$ cat config.mk
export PLATFORM = sky130hd
export DESIGN_NAME = s16_game
export DESIGN_NICKNAME = d
export VERILOG_FILES = /design/src/hw/s16_pkg.sv /design/src/hw/s16_cen.sv /design/src/hw/s16_dwnld.sv /design/src/hw/s16_game.sv /design/src/hw/s16_palette.sv /design/src/hw/s16_vtimer.sv
export SDC_FILE = /design/constraint.sdc
export NUM_CORES = 1
export LEC_CHECK = 0
export ABC_CLOCK_PERIOD_IN_PS = 6900
export BUFFER_PORTS_ARGS = -buffer_cell sky130_fd_sc_hd__buf_2
export CORE_UTILIZATION = 55
export DETAILED_ROUTE_END_ITERATION = 16
export PLACE_DENSITY_LB_ADDON = 0.25
export SLEW_MARGIN = 20
export SYNTH_ARGS = -nofsm -noshare
export SYNTH_HDL_FRONTEND = slang
export SYNTH_SLANG_ARGS = --single-unit
$ cat constraint.sdc
create_clock -name clk -period 6.9 [get_ports clk]
set_clock_uncertainty 0.2 [all_clocks]
set_input_delay 0.345 -clock clk [delete_from_list [all_inputs] [get_ports clk]]
set_output_delay 0.345 -clock clk [all_outputs]
set_load 0.03 [all_outputs]
$ cat src/hw/s16_pkg.sv
// *********************************************************************
// Shared types for the cut-down System 16 core. The palette is fixed
// at 32 entries of 15-bit colour and the loader bus is byte wide
// *********************************************************************
package s16_pkg;

    // One 5-bit colour channel
    typedef logic [4:0] rgb_t;

    // Raster position for both counters
    typedef logic [8:0] pos_t;

    // Loader byte address
    typedef logic [24:0] ioctl_addr_t;

    // SDRAM word address
    typedef logic [21:0] prog_addr_t;

    typedef logic [15:0] word_t;

    // Palette geometry
    localparam int PAL_AW   = 5;
    localparam int PAL_SIZE = 1 << PAL_AW;

    typedef logic [PAL_AW-1:0] pal_addr_t;

    // Download controller states
    typedef enum logic [1:0] {
        DL_IDLE,
        DL_LOAD,
        DL_WAIT_ACK
    } dl_state_t;

endpackage

$ cat src/hw/s16_cen.sv
// *********************************************************************
// Pixel enables from a 48 MHz clk. First pxl_cen on the 8th clock
// *********************************************************************
`timescale 1ns/1ps

module s16_cen (
    input  logic clk,
    input  logic rst_n,
    output logic pxl2_cen,
    output logic pxl_cen
);

    logic [2:0] cnt;

    // Free-running divider
    always_ff @(posedge clk or negedge rst_n) begin
        if (!rst_n) begin
            cnt <= 3'd0;
        end else begin
            cnt <= cnt + 3'd1;
        end
    end

    // 12 MHz and 6 MHz strobes land on the same terminal count
    always_ff @(posedge clk or negedge rst_n) begin
        if (!rst_n) begin
            pxl2_cen <= 1'b0;
            pxl_cen  <= 1'b0;
        end else begin
            pxl2_cen <= cnt[1:0] == 2'b11;
            pxl_cen  <= cnt == 3'b111;
        end
    end

endmodule

$ cat src/hw/s16_dwnld.sv
// *********************************************************************
// Packs loader bytes into 68000-order words. Holds a single word, so
// the loader must not finish another one while prog_we is high
// *********************************************************************
`timescale 1ns/1ps

module s16_dwnld #(
    parameter s16_pkg::ioctl_addr_t PAL_START = 25'h100000
) (
    input  logic                 clk,
    input  logic                 rst_n,
    input  logic                 downloading,
    input  logic                 ioctl_wr,
    input  s16_pkg::ioctl_addr_t ioctl_addr,
    input  logic [7:0]           ioctl_data,
    input  logic                 prog_ack,
    output s16_pkg::prog_addr_t  prog_addr,
    output s16_pkg::word_t       prog_data,
    output logic [1:0]           prog_mask,
    output logic                 prog_we,
    output logic                 dwnld_busy,
    output logic                 pal_we,
    output s16_pkg::pal_addr_t   pal_addr,
    output s16_pkg::word_t       pal_data
);
    import s16_pkg::*;

    dl_state_t  state;
    logic [7:0] hi_byte;
    logic       odd_wr;
    logic       pal_hit;
    pal_addr_t  pal_idx;

    assign odd_wr  = ioctl_wr && ioctl_addr[0];
    assign pal_hit = ioctl_addr >= PAL_START;
    // Word index above PAL_START wraps at 32 entries
    assign pal_idx = ioctl_addr[PAL_AW:1] - PAL_START[PAL_AW:1];

    // Full words only
    assign prog_mask  = 2'b00;
    assign dwnld_busy = state != DL_IDLE;

    always_ff @(posedge clk or negedge rst_n) begin
        if (!rst_n) begin
            state   <= DL_IDLE;
            prog_we <= 1'b0;
            pal_we  <= 1'b0;
        end else begin
            pal_we <= 1'b0;
            case (state)
                DL_IDLE: begin
                    if (downloading) begin
                        state <= DL_LOAD;
                    end
                end
                DL_LOAD: begin
                    if (odd_wr) begin
                        if (pal_hit) begin
                            pal_we <= 1'b1;
                        end else begin
                            prog_we <= 1'b1;
                            state   <= DL_WAIT_ACK;
                        end
                    end else if (!downloading) begin
                        state <= DL_IDLE;
                    end
                end
                DL_WAIT_ACK: begin
                    // Drop the request on the clock after the ack
                    if (prog_ack) begin
                        prog_we <= 1'b0;
                        state   <= DL_LOAD;
                    end
                end
                default: state <= DL_IDLE;
            endcase
        end
    end

    // Word assembly. Even byte is the high half
    always_ff @(posedge clk) begin
        if (ioctl_wr && !ioctl_addr[0]) begin
            hi_byte <= ioctl_data;
        end
        if (odd_wr && state == DL_LOAD) begin
            if (pal_hit) begin
                pal_addr <= pal_idx;
                pal_data <= {hi_byte, ioctl_data};
            end else begin
                prog_addr <= ioctl_addr[22:1];
                prog_data <= {hi_byte, ioctl_data};
            end
        end
    end

endmodule

$ cat src/hw/s16_game.sv
// *********************************************************************
// Test-raster core top. No CPUs, no sound, no SDRAM bank controller
// *********************************************************************
`timescale 1ns/1ps

module s16_game #(
    parameter int                   H_TOTAL   = 384,
    parameter int                   H_ACTIVE  = 320,
    parameter int                   HS_START  = 336,
    parameter int                   HS_LEN    = 32,
    parameter int                   V_TOTAL   = 262,
    parameter int                   V_ACTIVE  = 224,
    parameter int                   VS_START  = 236,
    parameter int                   VS_LEN    = 3,
    parameter s16_pkg::ioctl_addr_t PAL_START = 25'h100000
) (
    input  logic                 clk,
    input  logic                 rst_n,
    output logic                 pxl2_cen,   // 12 MHz
    output logic                 pxl_cen,    // 6 MHz
    output s16_pkg::rgb_t        red,
    output s16_pkg::rgb_t        green,
    output s16_pkg::rgb_t        blue,
    output logic                 LHBL_dly,
    output logic                 LVBL_dly,
    output logic                 HS,
    output logic                 VS,
    // ROM load
    input  logic                 downloading,
    output logic                 dwnld_busy,
    input  logic                 ioctl_wr,
    input  s16_pkg::ioctl_addr_t ioctl_addr,
    input  logic [7:0]           ioctl_data,
    output s16_pkg::prog_addr_t  prog_addr,
    output s16_pkg::word_t       prog_data,
    output logic [1:0]           prog_mask,
    output logic                 prog_we,
    input  logic                 prog_ack
);
    import s16_pkg::*;

    pos_t      hdump;
    logic      LHBL;
    logic      LVBL;
    logic      pal_we;
    pal_addr_t pal_addr;
    word_t     pal_data;

    s16_cen u_cen (
        .clk      ( clk      ),
        .rst_n    ( rst_n    ),
        .pxl2_cen ( pxl2_cen ),
        .pxl_cen  ( pxl_cen  )
    );

    s16_vtimer #(
        .H_TOTAL  ( H_TOTAL  ),
        .H_ACTIVE ( H_ACTIVE ),
        .HS_START ( HS_START ),
        .HS_LEN   ( HS_LEN   ),
        .V_TOTAL  ( V_TOTAL  ),
        .V_ACTIVE ( V_ACTIVE ),
        .VS_START ( VS_START ),
        .VS_LEN   ( VS_LEN   )
    ) u_vtimer (
        .clk     ( clk     ),
        .rst_n   ( rst_n   ),
        .pxl_cen ( pxl_cen ),
        .hdump   ( hdump   ),
        .vdump   (         ),   // test raster only needs columns
        .LHBL    ( LHBL    ),
        .LVBL    ( LVBL    ),
        .HS      ( HS      ),
        .VS      ( VS      )
    );

    s16_dwnld #(
        .PAL_START ( PAL_START )
    ) u_dwnld (
        .clk         ( clk         ),
        .rst_n       ( rst_n       ),
        .downloading ( downloading ),
        .ioctl_wr    ( ioctl_wr    ),
        .ioctl_addr  ( ioctl_addr  ),
        .ioctl_data  ( ioctl_data  ),
        .prog_ack    ( prog_ack    ),
        .prog_addr   ( prog_addr   ),
        .prog_data   ( prog_data   ),
        .prog_mask   ( prog_mask   ),
        .prog_we     ( prog_we     ),
        .dwnld_busy  ( dwnld_busy  ),
        .pal_we      ( pal_we      ),
        .pal_addr    ( pal_addr    ),
        .pal_data    ( pal_data    )
    );

    s16_palette u_palette (
        .clk      ( clk      ),
        .rst_n    ( rst_n    ),
        .pxl_cen  ( pxl_cen  ),
        .hdump    ( hdump    ),
        .LHBL     ( LHBL     ),
        .LVBL     ( LVBL     ),
        .pal_we   ( pal_we   ),
        .pal_addr ( pal_addr ),
        .pal_data ( pal_data ),
        .red      ( red      ),
        .green    ( green    ),
        .blue     ( blue     ),
        .LHBL_dly ( LHBL_dly ),
        .LVBL_dly ( LVBL_dly )
    );

endmodule

$ cat src/hw/s16_palette.sv
// *********************************************************************
// 32-entry colour RAM indexed by hdump/8. Output is one pixel late,
// with blanking delayed to match. Entries are xRRRRRGGGGGBBBBB
// *********************************************************************
`timescale 1ns/1ps

module s16_palette (
    input  logic               clk,
    input  logic               rst_n,
    input  logic               pxl_cen,
    input  s16_pkg::pos_t      hdump,
    input  logic               LHBL,
    input  logic               LVBL,
    input  logic               pal_we,
    input  s16_pkg::pal_addr_t pal_addr,
    input  s16_pkg::word_t     pal_data,
    output s16_pkg::rgb_t      red,
    output s16_pkg::rgb_t      green,
    output s16_pkg::rgb_t      blue,
    output logic               LHBL_dly,
    output logic               LVBL_dly
);
    import s16_pkg::*;

    word_t pal_mem [0:PAL_SIZE-1];
    word_t entry;

    // Power-up contents are black
    initial begin
        for (int i = 0; i < PAL_SIZE; i++) begin
            pal_mem[i] = '0;
        end
    end

    always_ff @(posedge clk) begin
        if (pal_we) begin
            pal_mem[pal_addr] <= pal_data;
        end
    end

    // Eight-pixel columns
    assign entry = pal_mem[hdump[PAL_AW+2:3]];

    always_ff @(posedge clk or negedge rst_n) begin
        if (!rst_n) begin
            red      <= '0;
            green    <= '0;
            blue     <= '0;
            LHBL_dly <= 1'b0;
            LVBL_dly <= 1'b0;
        end else if (pxl_cen) begin
            LHBL_dly <= LHBL;
            LVBL_dly <= LVBL;
            if (LHBL && LVBL) begin
                red   <= entry[14:10];
                green <= entry[9:5];
                blue  <= entry[4:0];
            end else begin
                red   <= '0;
                green <= '0;
                blue  <= '0;
            end
        end
    end

endmodule

$ cat src/hw/s16_vtimer.sv
// *********************************************************************
// Raster timer advanced by pxl_cen. Totals must fit in 9 bits and the
// last line and pixel must sit outside both sync pulses
// *********************************************************************
`timescale 1ns/1ps

module s16_vtimer #(
    parameter int H_TOTAL  = 384,
    parameter int H_ACTIVE = 320,
    parameter int HS_START = 336,
    parameter int HS_LEN   = 32,
    parameter int V_TOTAL  = 262,
    parameter int V_ACTIVE = 224,
    parameter int VS_START = 236,
    parameter int VS_LEN   = 3
) (
    input  logic          clk,
    input  logic          rst_n,
    input  logic          pxl_cen,
    output s16_pkg::pos_t hdump,
    output s16_pkg::pos_t vdump,
    output logic          LHBL,
    output logic          LVBL,
    output logic          HS,
    output logic          VS
);
    import s16_pkg::*;

    pos_t h_next;
    pos_t v_next;

    // Next raster position
    always_comb begin
        h_next = hdump + pos_t'(1);
        v_next = vdump;
        if (hdump == pos_t'(H_TOTAL - 1)) begin
            h_next = '0;
            if (vdump == pos_t'(V_TOTAL - 1)) begin
                v_next = '0;
            end else begin
                v_next = vdump + pos_t'(1);
            end
        end
    end

    // Reset parks the beam on the last pixel so that all levels start low
    // and the first pxl_cen lands on 0,0
    always_ff @(posedge clk or negedge rst_n) begin
        if (!rst_n) begin
            hdump <= pos_t'(H_TOTAL - 1);
            vdump <= pos_t'(V_TOTAL - 1);
            LHBL  <= 1'b0;
            LVBL  <= 1'b0;
            HS    <= 1'b0;
            VS    <= 1'b0;
        end else if (pxl_cen) begin
            hdump <= h_next;
            vdump <= v_next;
            LHBL  <= h_next < pos_t'(H_ACTIVE);
            LVBL  <= v_next < pos_t'(V_ACTIVE);
            HS    <= (h_next >= pos_t'(HS_START)) &&
                     (h_next <  pos_t'(HS_START + HS_LEN));
            VS    <= (v_next >= pos_t'(VS_START)) &&
                     (v_next <  pos_t'(VS_START + VS_LEN));
        end
    end

endmodule

Word-level counts from Yosys, hierarchy flattened
Memory sizes are Yosys's and may differ from the RTL's. Cells that the tools add are included.

Reduce and logical (&&, ||, !) cells: 14. Magnitude comparators: 7. Equality and inequality tests: 12. Muxes and demuxes: 21. Bitwise gates (word level): 1. Add/subtract/negate cells: 3.

Operators with widths (number): 9-bit two-way mux (3); 25-bit by 21-bit >= comparator with 1-bit output, second input constant (1); 9-bit by 1-bit adder with 9-bit output, second input constant (2); 9-bit equality test, second input constant (2); 9-bit by 8-bit less-than comparator with 1-bit output, second input constant (2); 9-bit less-than comparator, second input constant (2); 5-bit two-way mux (3); 2-bit two-way mux (5); 9-bit by 8-bit >= comparator with 1-bit output, second input constant (1); 9-bit >= comparator, second input constant (1); 1-bit two-way mux (8); 4-bit AND reduction (2); 1-bit logical AND (6); 2-bit != test, second input constant (3); 2-bit case mux with 3 select lines (1); 2-bit equality test, second input constant (2); 2-bit AND reduction (2); 2-bit nonzero test (2); 3-bit by 1-bit adder with 3-bit output, second input constant (1); 3-bit equality test, second input constant (1); 3-bit by 2-bit != test with 1-bit output, second input constant (1); 3-bit != test, second input constant (1); 2-bit by 1-bit equality test with 1-bit output, second input constant (1); 2-bit zero test (1); 4 further kinds (4).

Output and inout port bits: 63. Input port bits: 38. Bits in registers: 115. Logic and storage cells: 81. Memories: 1. RAM bits: 512.

Memories: u_palette.pal_mem (depth 32, width 16, read ports 1, clocked after memory_dff 0, write ports 1, line s16_palette.sv:25) `word_t pal_mem [0:PAL_SIZE-1];`.

Longest topological paths before layout
Gate-level depths: netlist (run 1).

Word-level depth: 5. Depth in mapped cells: 9. Gate-level depth less buffers: 7.

Cells and area by module
A second synthesis (run 1) with hierarchy kept.

Cells, all modules: 1211. Area total of the unflattened synthesis: 23154.7 µm².

By module, submodules not included: s16_palette (times used 1, seq. area each 14839.2 µm², area each 19363.6 µm², cells each 957); s16_dwnld (times used 1, seq. area each 2112.0 µm², area each 2262.2 µm², cells each 92); s16_vtimer (times used 1, seq. area each 564.3 µm², area each 1375.1 µm², cells each 154); s16_cen (times used 1, seq. area each 125.1 µm², area each 153.9 µm², cells each 8).

Least setup slack after synthesis (run 1)
OpenSTA, ideal clock, no wires.

Path type: input to register. From: in ioctl_addr[20]. To: reg u_dwnld.prog_addr[0] (enable). Required time: 6.162 ns. Arrival: 4.692 ns. Path buffers: 0. Library setup time: 0.538 ns. Cell stages on the path: 2. Setup slack: 1.470 ns. Cell sequence: or4_1 -> nor4_1.

Longest elaborated chain between the ends: 3.

Ends and longest elaborated chain: from (decl) (line s16_game.sv:32) `input s16_pkg::ioctl_addr_t ioctl_addr,`; 25-bit by 21-bit >= comparator with 1-bit output (line s16_dwnld.sv:35) `assign pal_hit = ioctl_addr >= PAL_START;`; 1-bit NOT (no source line); 2-bit AND reduction (no source line); to (signal assigned) (line s16_dwnld.sv:90) `prog_addr <= ioctl_addr[22:1];`; to (decl) (line s16_dwnld.sv:17) `output s16_pkg::prog_addr_t prog_addr,`.

No other way between the ends. A chain may end at the register's enable or synchronous reset.

Worst setup path after layout (run 1)
From: reg u_vtimer.hdump[4]. To: reg u_vtimer.LVBL.

Longest elaborated chain between the ends: 3.

Ends and longest elaborated chain: from (decl) (line s16_vtimer.sv:20) `output s16_pkg::pos_t hdump,`; from (signal assigned) (line s16_vtimer.sv:50) `hdump <= pos_t'(H_TOTAL - 1);`; from (signal assigned) (line s16_vtimer.sv:57) `hdump <= h_next;`; 9-bit equality test (line s16_vtimer.sv:36) `if (hdump == pos_t'(H_TOTAL - 1)) begin`; 9-bit two-way mux (line s16_vtimer.sv:36); 9-bit by 8-bit less-than comparator with 1-bit output (line s16_vtimer.sv:60) `LVBL <= v_next < pos_t'(V_ACTIVE);`; to (signal assigned) (line s16_vtimer.sv:60); to (decl) (line s16_vtimer.sv:23) `output logic LVBL,`.

No other way between the ends.

==> results of run 1 <==
cell type report:
| cell class | count | area (um^2) | share of cell area, % |
|---|---|---|---|
| clock inverters | 30 | 360.3 | 1.367 |
| multi-input cells | 407 | 4852 | 18.41 |
| inverters | 7 | 26.28 | 0.09970 |
| clock buffers | 76 | 1558 | 5.911 |
| well taps | 532 | 665.6 | 2.526 |
| flip-flops and latches | 594 | 17620 | 66.85 |
| repair buffers | 183 | 1274 | 4.833 |
layer usage:
metal | part of all wire (%) | GRT usage (%) | up-vias
li1 | - | - | 4786
met1 | 41 | 33.85 | 5892
met2 | 49 | 37.91 | 456
met3 | 8.1 | 5.195 | 62
met4 | 2.3 | 6.667 | 0
met5 | 0 | 0 | -
kinds of logic (layout without fill, tap and decap cells):
family | after synthesis | count (layout) | share of synthesized area [%]
AO/OA/AOI/OAI | 77 | 77 | 2.379
other | 1 | 2 | 0.01647
XOR/XNOR | 6 | 6 | 0.2308
flip-flops | 594 | 594 | 77.34
AND/OR/NAND/NOR | 146 | 146 | 3.391
adder cells (fa/ha/maj) | 5 | 5 | 0.2748
multiplexers | 171 | 171 | 14.95
buffers and inverters | 63 | 296 | 1.412
per-stage QoR:
stage | hold WS [ns] | area [um^2] | setup WS (ns) | cells | total power, mW
2_1_floorplan | -0.1506 | 22770 | 1.470 | 1064 | 4.058
3_3_place_gp | 0.2041 | 23980 | 3.334 | 1680 | 4.103
3_5_place_dp | 0.2180 | 23980 | 3.327 | 1680 | 4.107
4_1_cts | 0.002473 | 26280 | 3.296 | 1824 | 7.245
5_1_grt | 0.04718 | 26350 | 3.106 | 1829 | 7.392
6_report | 0.04197 | 26350 | 3.327 | 1829 | 7.197
critical path, delay by kind of cell (launching register included):
kind,cells,cell delay [ns]
and+or+nand+nor,2,0.74
AOI/OAI and AO/OA,3,0.92
DFF,1,0.91
buffers and inverters,1,0.70
state kept, by name (all words and copies together), names as in the netlist, 5 cells and up:
name	flops
u_palette.blue	5
u_palette.green	5
u_dwnld.pal_data	15
u_dwnld.pal_addr	5
u_dwnld.prog_addr	22
u_vtimer.vdump	9
u_dwnld.prog_data	16
u_palette.red	5
u_vtimer.hdump	9
u_palette.pal_mem	480
u_dwnld.hi_byte	8
power by group through the flow:
stage,Clock [mW],Sequential [mW],Combinational (mW)
floorplan,0,4.04,0.0192
global placement,0,4.05,0.0518
detailed placement,0,4.05,0.0529
CTS,3.20,3.98,0.0695
global route,3.33,3.97,0.0865
finish,3.14,3.97,0.0806
cells in the mapped netlist, drive strengths merged, types with 7 or more instances:
library cell  number  area share (%)
buf               32            0.90
mux4             135              13
dfstp             11             1.3
nand2             25            0.41
o21ai             21            0.46
clkbuf            24            0.40
nor2              42            0.69
a211o             10            0.38
a21oi              7            0.15
o22ai             10            0.27
mux2i             33             1.5
edfxtp           546              72
nand3             14            0.31
dfrtp             37             4.1
nor2b             16            0.44
or3                8            0.22
nand4              8            0.22
timing repair:
action,CTS,global route
endpoints found under the hold margin,100,0
buffers inserted,0,0
hold buffers,38,0
worst max-delay path by stage:
| stage | start | cells past startpoint | slack, ns | end |
|---|---|---|---|---|
| after floorplan | ioctl_addr[20] | 2 | 1.47 | u_dwnld.prog_addr[0]$_DFFE_PP_ |
| after global placement | u_vtimer.hdump[3]$_DFFE_PN1P_ | 5 | 3.33 | u_palette.red[1]$_DFFE_PN0P_ |
| after detailed placement | u_vtimer.hdump[3]$_DFFE_PN1P_ | 5 | 3.33 | u_palette.green[0]$_DFFE_PN0P_ |
| after CTS | u_vtimer.hdump[3]$_DFFE_PN1P_ | 5 | 3.30 | u_palette.red[2]$_DFFE_PN0P_ |
| after global routing | u_vtimer.hdump[4]$_DFFE_PN1P_ | 6 | 3.11 | u_vtimer.vdump[6]$_DFFE_PN0P_ |
| final | u_vtimer.hdump[4]$_DFFE_PN1P_ | 6 | 3.33 | u_vtimer.LVBL$_DFFE_PN0P_ |
==> impl_metrics.env, run 1 <==
export IMPL_status="finished clean"
export IMPL_yosysWarningCount=0
export IMPL_syn_area_per_cell_um2=21.42
export IMPL_hold_class="in -> reg"
export IMPL_clock_latency_ns=0.63
export IMPL_synth_area_um2=22770
export IMPL_utilization_pct=64.54
export IMPL_p_int_mw=5.797
export IMPL_layout_commonest_cell="edfxtp_1"
export IMPL_grt_max_degree=61
export IMPL_cts_inserted_buffers=57
export IMPL_drc=0
export IMPL_rsz0062_at_grt="false"
export IMPL_core_area_um2=40830
export IMPL_crit_type="reg -> reg"
export IMPL_crit_path_top_delay_cell="dfstp_2"
export IMPL_tns_ns=0
export IMPL_die_x_um=205.5
export IMPL_drive_gt1_share_pct=30.07
export IMPL_p_sw_mw=1.401
export IMPL_worst_slew_pin_slew_ns=1.139
export IMPL_leakage_nw=8.392
export IMPL_final_cell_mix="edfxtp_1, mux4_2, buf_2"
export IMPL_fin_crit_sh_pct=51.78
export IMPL_routabilityCongestion=0.7933
export IMPL_synth_flop_cell="edfxtp_1"
export IMPL_ys_ff_latch=594
export IMPL_clock_sinks=594
export IMPL_reg2reg_from="u_vtimer.hdump[4]$_DFFE_PN1P_"
export IMPL_detailedRoute_firstIterationViolations=1388
export IMPL_r2r_slack_ns=3.33
export IMPL_required_ns=7.22
export IMPL_cts_resized=0
export IMPL_start_util_pct=55.76
export IMPL_switching_share_pct=19.46
export IMPL_holdPathEnd="u_dwnld.prog_we$_DFFE_PN0P_"
export IMPL_yosysUniqueCellTypes=57
export IMPL_grt_total_usage_pct=23.89
export IMPL_hp_start="ioctl_addr[23]"
export IMPL_p_seq_share_pct=55.2
export IMPL_cp_cell_sequence="buf_4 -> and4_1 -> nand4_1 -> o311a_1 -> o21ai_0 -> a31o_1"
export IMPL_layout_nets=1293
export IMPL_end_kind="register"
export IMPL_period_minus_slack_ns=3.573
export IMPL_antenna_found_initial=0
export IMPL_startpoint_type="register"
export IMPL_reg2regPathDepth=6
export IMPL_grt_ovfl_total=0
export IMPL_comb_power_share_pct=1.1
export IMPL_rows=74
export IMPL_routedWlPerCell_um=26.51
export IMPL_drv_cap=0
export IMPL_grt_pass1_wl_mm=71.99
export IMPL_arrival_ns=3.90
export IMPL_clk_pin_slew_worst_paths_ns=0.06
export IMPL_grt_pass1_vias=11530
export IMPL_antenna_left=0
export IMPL_power_density_nw_per_um2=273.1
export IMPL_vias=11200
export IMPL_yosysSeqAreaShare_pct=77.34
export IMPL_num_fill_cells=2653
export IMPL_crit_path_max_incr_delay_ns=0.91
export IMPL_clockBufferDepth=3
export IMPL_antenna_cells=0
export IMPL_detailedRoute_firstPassIterationCount=5
export IMPL_place_hpwl_mm=26.39
export IMPL_clkPwrFrac_pct=43.7
export IMPL_fmax_mhz=279.9
export IMPL_ios=101
export IMPL_viasPerCell=6.121
export IMPL_setup_viol=0
export IMPL_portBuffers=98
export IMPL_wl_mm=48.49
export IMPL_maxSlewHeadroom_pct=24.08
export IMPL_die_y_um=205.5
export IMPL_critPathMaxFanout=51
export IMPL_syn_to_final_growth_pct=15.74
export IMPL_peakVddDrop_v=0.0002589
export IMPL_synth_edf_count=546
export IMPL_regToRegEndpoint="u_vtimer.LVBL$_DFFE_PN0P_"
export IMPL_cts_tree="yes"
export IMPL_hold_viol=0
export IMPL_synthCells=1063
export IMPL_async_flop_share_pct=8.081
export IMPL_slew_violations=0
export IMPL_clock_tree_htree_level_count=2
export IMPL_whs_path_depth=4
export IMPL_dieArea_um2=42220
export IMPL_clockRootBuffer="clkbuf_16"
(Power assumes the default switching activity.)
==> run 2, diff against run 1 <==
--- a/config.mk
+++ b/config.mk
@@ -5,7 +5,7 @@
 export SDC_FILE = /design/constraint.sdc
 export NUM_CORES = 1
 export LEC_CHECK = 0
-export ABC_CLOCK_PERIOD_IN_PS = 6900
+export ABC_CLOCK_PERIOD_IN_PS = 3100
 export BUFFER_PORTS_ARGS = -buffer_cell sky130_fd_sc_hd__buf_2
 export CORE_UTILIZATION = 55
 export DETAILED_ROUTE_END_ITERATION = 16
==> constraint.sdc (replaced) <==
create_clock -name clk -period 3.1 [get_ports clk]
set_clock_uncertainty 0.2 [all_clocks]
set_input_delay 0.155 -clock clk [delete_from_list [all_inputs] [get_ports clk]]
set_output_delay 0.155 -clock clk [all_outputs]
set_load 0.03 [all_outputs]
==> impl_metrics.env, run 2 (synthesized netlist as in run 1, its figures left out) <==
export IMPL_cts_tree="yes"
export IMPL_regMostFlops="u_palette.pal_mem"
export IMPL_ios=101
export IMPL_antenna_cells=0
export IMPL_antenna_found_initial=0
export IMPL_peakVddDrop_v=0.0004834
export IMPL_grt_max_degree=40
export IMPL_end_kind="register"
export IMPL_crit_type="reg -> reg"
export IMPL_clockBufferDepth=3
export IMPL_drc=0
export IMPL_routedWlPerCell_um=26.96
export IMPL_startpoint="u_vtimer.hdump[3]$_DFFE_PN1P_"
export IMPL_grt_pass1_wl_mm=73.71
export IMPL_required_ns=3.40
export IMPL_worst_slew_pin_slew_ns=1.095
export IMPL_place_hpwl_mm=27.76
export IMPL_drive_gt1_share_pct=30.76
export IMPL_leakage_nw=8.520
export IMPL_syn_to_final_growth_pct=16.83
export IMPL_layout_commonest_cell="edfxtp_1"
export IMPL_num_fill_cells=2623
export IMPL_crit_path_top_delay_cell="dfstp_4"
export IMPL_clock_latency_ns=0.61
export IMPL_clockRootBuffer="clkbuf_16"
export IMPL_detailedRoute_firstIterationViolations=1416
export IMPL_cts_inserted_buffers=56
export IMPL_dieArea_um2=42220
export IMPL_maxSlewHeadroom_pct=27.00
export IMPL_wl_mm=49.93
export IMPL_r2r_slack_ns=0.26
export IMPL_core_area_um2=40830
export IMPL_hold_class="in -> reg"
export IMPL_die_x_um=205.5
export IMPL_rsz0062_at_grt="false"
export IMPL_crit_path_max_incr_delay_ns=0.80
export IMPL_cts_resized=0
export IMPL_critPathMostFrequentCell="and4_1"
export IMPL_grt_pass1_vias=11780
export IMPL_cp_cell_sequence="buf_12 -> and4_1 -> and4_1 -> buf_4 -> o311a_1 -> mux2i_1 -> o32ai_1"
export IMPL_clock_tree_htree_level_count=2
export IMPL_portBuffers=98
export IMPL_antenna_left=0
export IMPL_period_minus_slack_ns=2.842
export IMPL_regToRegEndpoint="u_vtimer.VS$_DFFE_PN0P_"
export IMPL_grt_total_usage_pct=24.43
export IMPL_start_util_pct=55.76
export IMPL_largest_register_ff_count=480
export IMPL_routabilityCongestion=0.7834
export IMPL_clock_sinks=594
export IMPL_hold_viol=0
export IMPL_detailedRoute_firstPassIterationCount=5
export IMPL_multi_input_area_um2=4861
export IMPL_reg2regPathDepth=7
export IMPL_cp_endpoint="u_vtimer.VS$_DFFE_PN0P_"
export IMPL_power_density_nw_per_um2=595.5
export IMPL_arrival_ns=3.14
export IMPL_layout_area_seq_um2=17620
export IMPL_fmax_mhz=351.8
export IMPL_finalWorstSetupSlack_ns=0.2578
export IMPL_reg2reg_from="u_vtimer.hdump[3]$_DFFE_PN1P_"
export IMPL_top_regs="u_palette.pal_mem (480), u_dwnld.prog_addr (22), u_dwnld.prog_data (16)"
export IMPL_power_mw=15.84
export IMPL_vias=11390
export IMPL_tns_ns=0
export IMPL_die_y_um=205.5
export IMPL_post_place_ws_ns=0.2547
export IMPL_final_cell_mix="edfxtp_1, mux4_2, buf_2"
export IMPL_drv_cap=0
export IMPL_grt_ovfl_total=0
export IMPL_slew_violations=0
export IMPL_layout_nets=1316
export IMPL_fin_crit_sh_pct=91.68
export IMPL_status="finished clean"
export IMPL_critPathMaxFanout=37
export IMPL_viasPerCell=6.150
export IMPL_clk_pin_slew_worst_paths_ns=0.06
export IMPL_rows=74
export IMPL_setup_viol=0
export IMPL_whs_path_depth=2
export IMPL_startpoint_type="register"
[run 2: how the worst min path moves through the flow]
stage,to,slack [ns],from
floorplan,u_cen.cnt[0]$_DFF_PN0_,-0.34,rst_n
global placement,u_vtimer.VS$_DFFE_PN0P_,0.03,rst_n
detailed placement,u_vtimer.VS$_DFFE_PN0P_,0.03,rst_n
CTS,u_dwnld.prog_addr[12]$_DFFE_PP_,0.02,ioctl_addr[13]
global route,u_dwnld.prog_addr[18]$_DFFE_PP_,0.04,ioctl_addr[19]
finish,u_dwnld.prog_addr[9]$_DFFE_PP_,0.05,ioctl_addr[10]
[run 2: area by class of cell]
cell class	instances	share of cell area (%)
tap	532	2.502
sequential	594	66.23
multi-input combinational	407	18.27
inverter	7	0.09878
clock inverter	34	1.308
timing repair buffer	207	6.030
clock buffer	71	5.555
[run 2: what timing repair did]
item | 4_1_cts | 5_1_grt
setup endpoints to repair | 0 | 0
hold endpoints to repair | 99 | 0
hold buffers | 43 | 0
buffers inserted | 0 | 0
[run 2: per-stage QoR]
step	hold WS, ns	utilization [%]	instance area (um^2)	cells
after CTS	0.01962	64.87	26490	1844
final	0.05213	65.15	26600	1852
after global routing	0.04076	65.15	26600	1852
after global placement	0.02884	59.32	24220	1696
after detailed placement	0.03205	59.32	24220	1696
after floorplan	-0.3406	-	22790	1064
[run 2: report_power, final]
part,switching [mW],internal [mW],total [mW]
clock,2.92,3.89,6.81
sequential,0.0652,8.77,8.83
combinational,0.116,0.0844,0.200
total,3.10,12.7,15.8
[run 2: critical path: cells and delay by family, from the launching register on]
family	cells	cell delay (ns)
buffers and inverters	2	0.49
DFF	1	0.80
and+or+nand+nor	2	0.73
muxes	1	0.06
AOI/OAI and AO/OA	2	0.43
[run 2: metal layers]
layer,track usage [%],share of wire [%],vias up
met2,39.02,49,535
met1,34.96,41,5932
met5,0,0,-
li1,-,-,4834
met4,7.513,2.2,0
met3,4.054,7.7,89
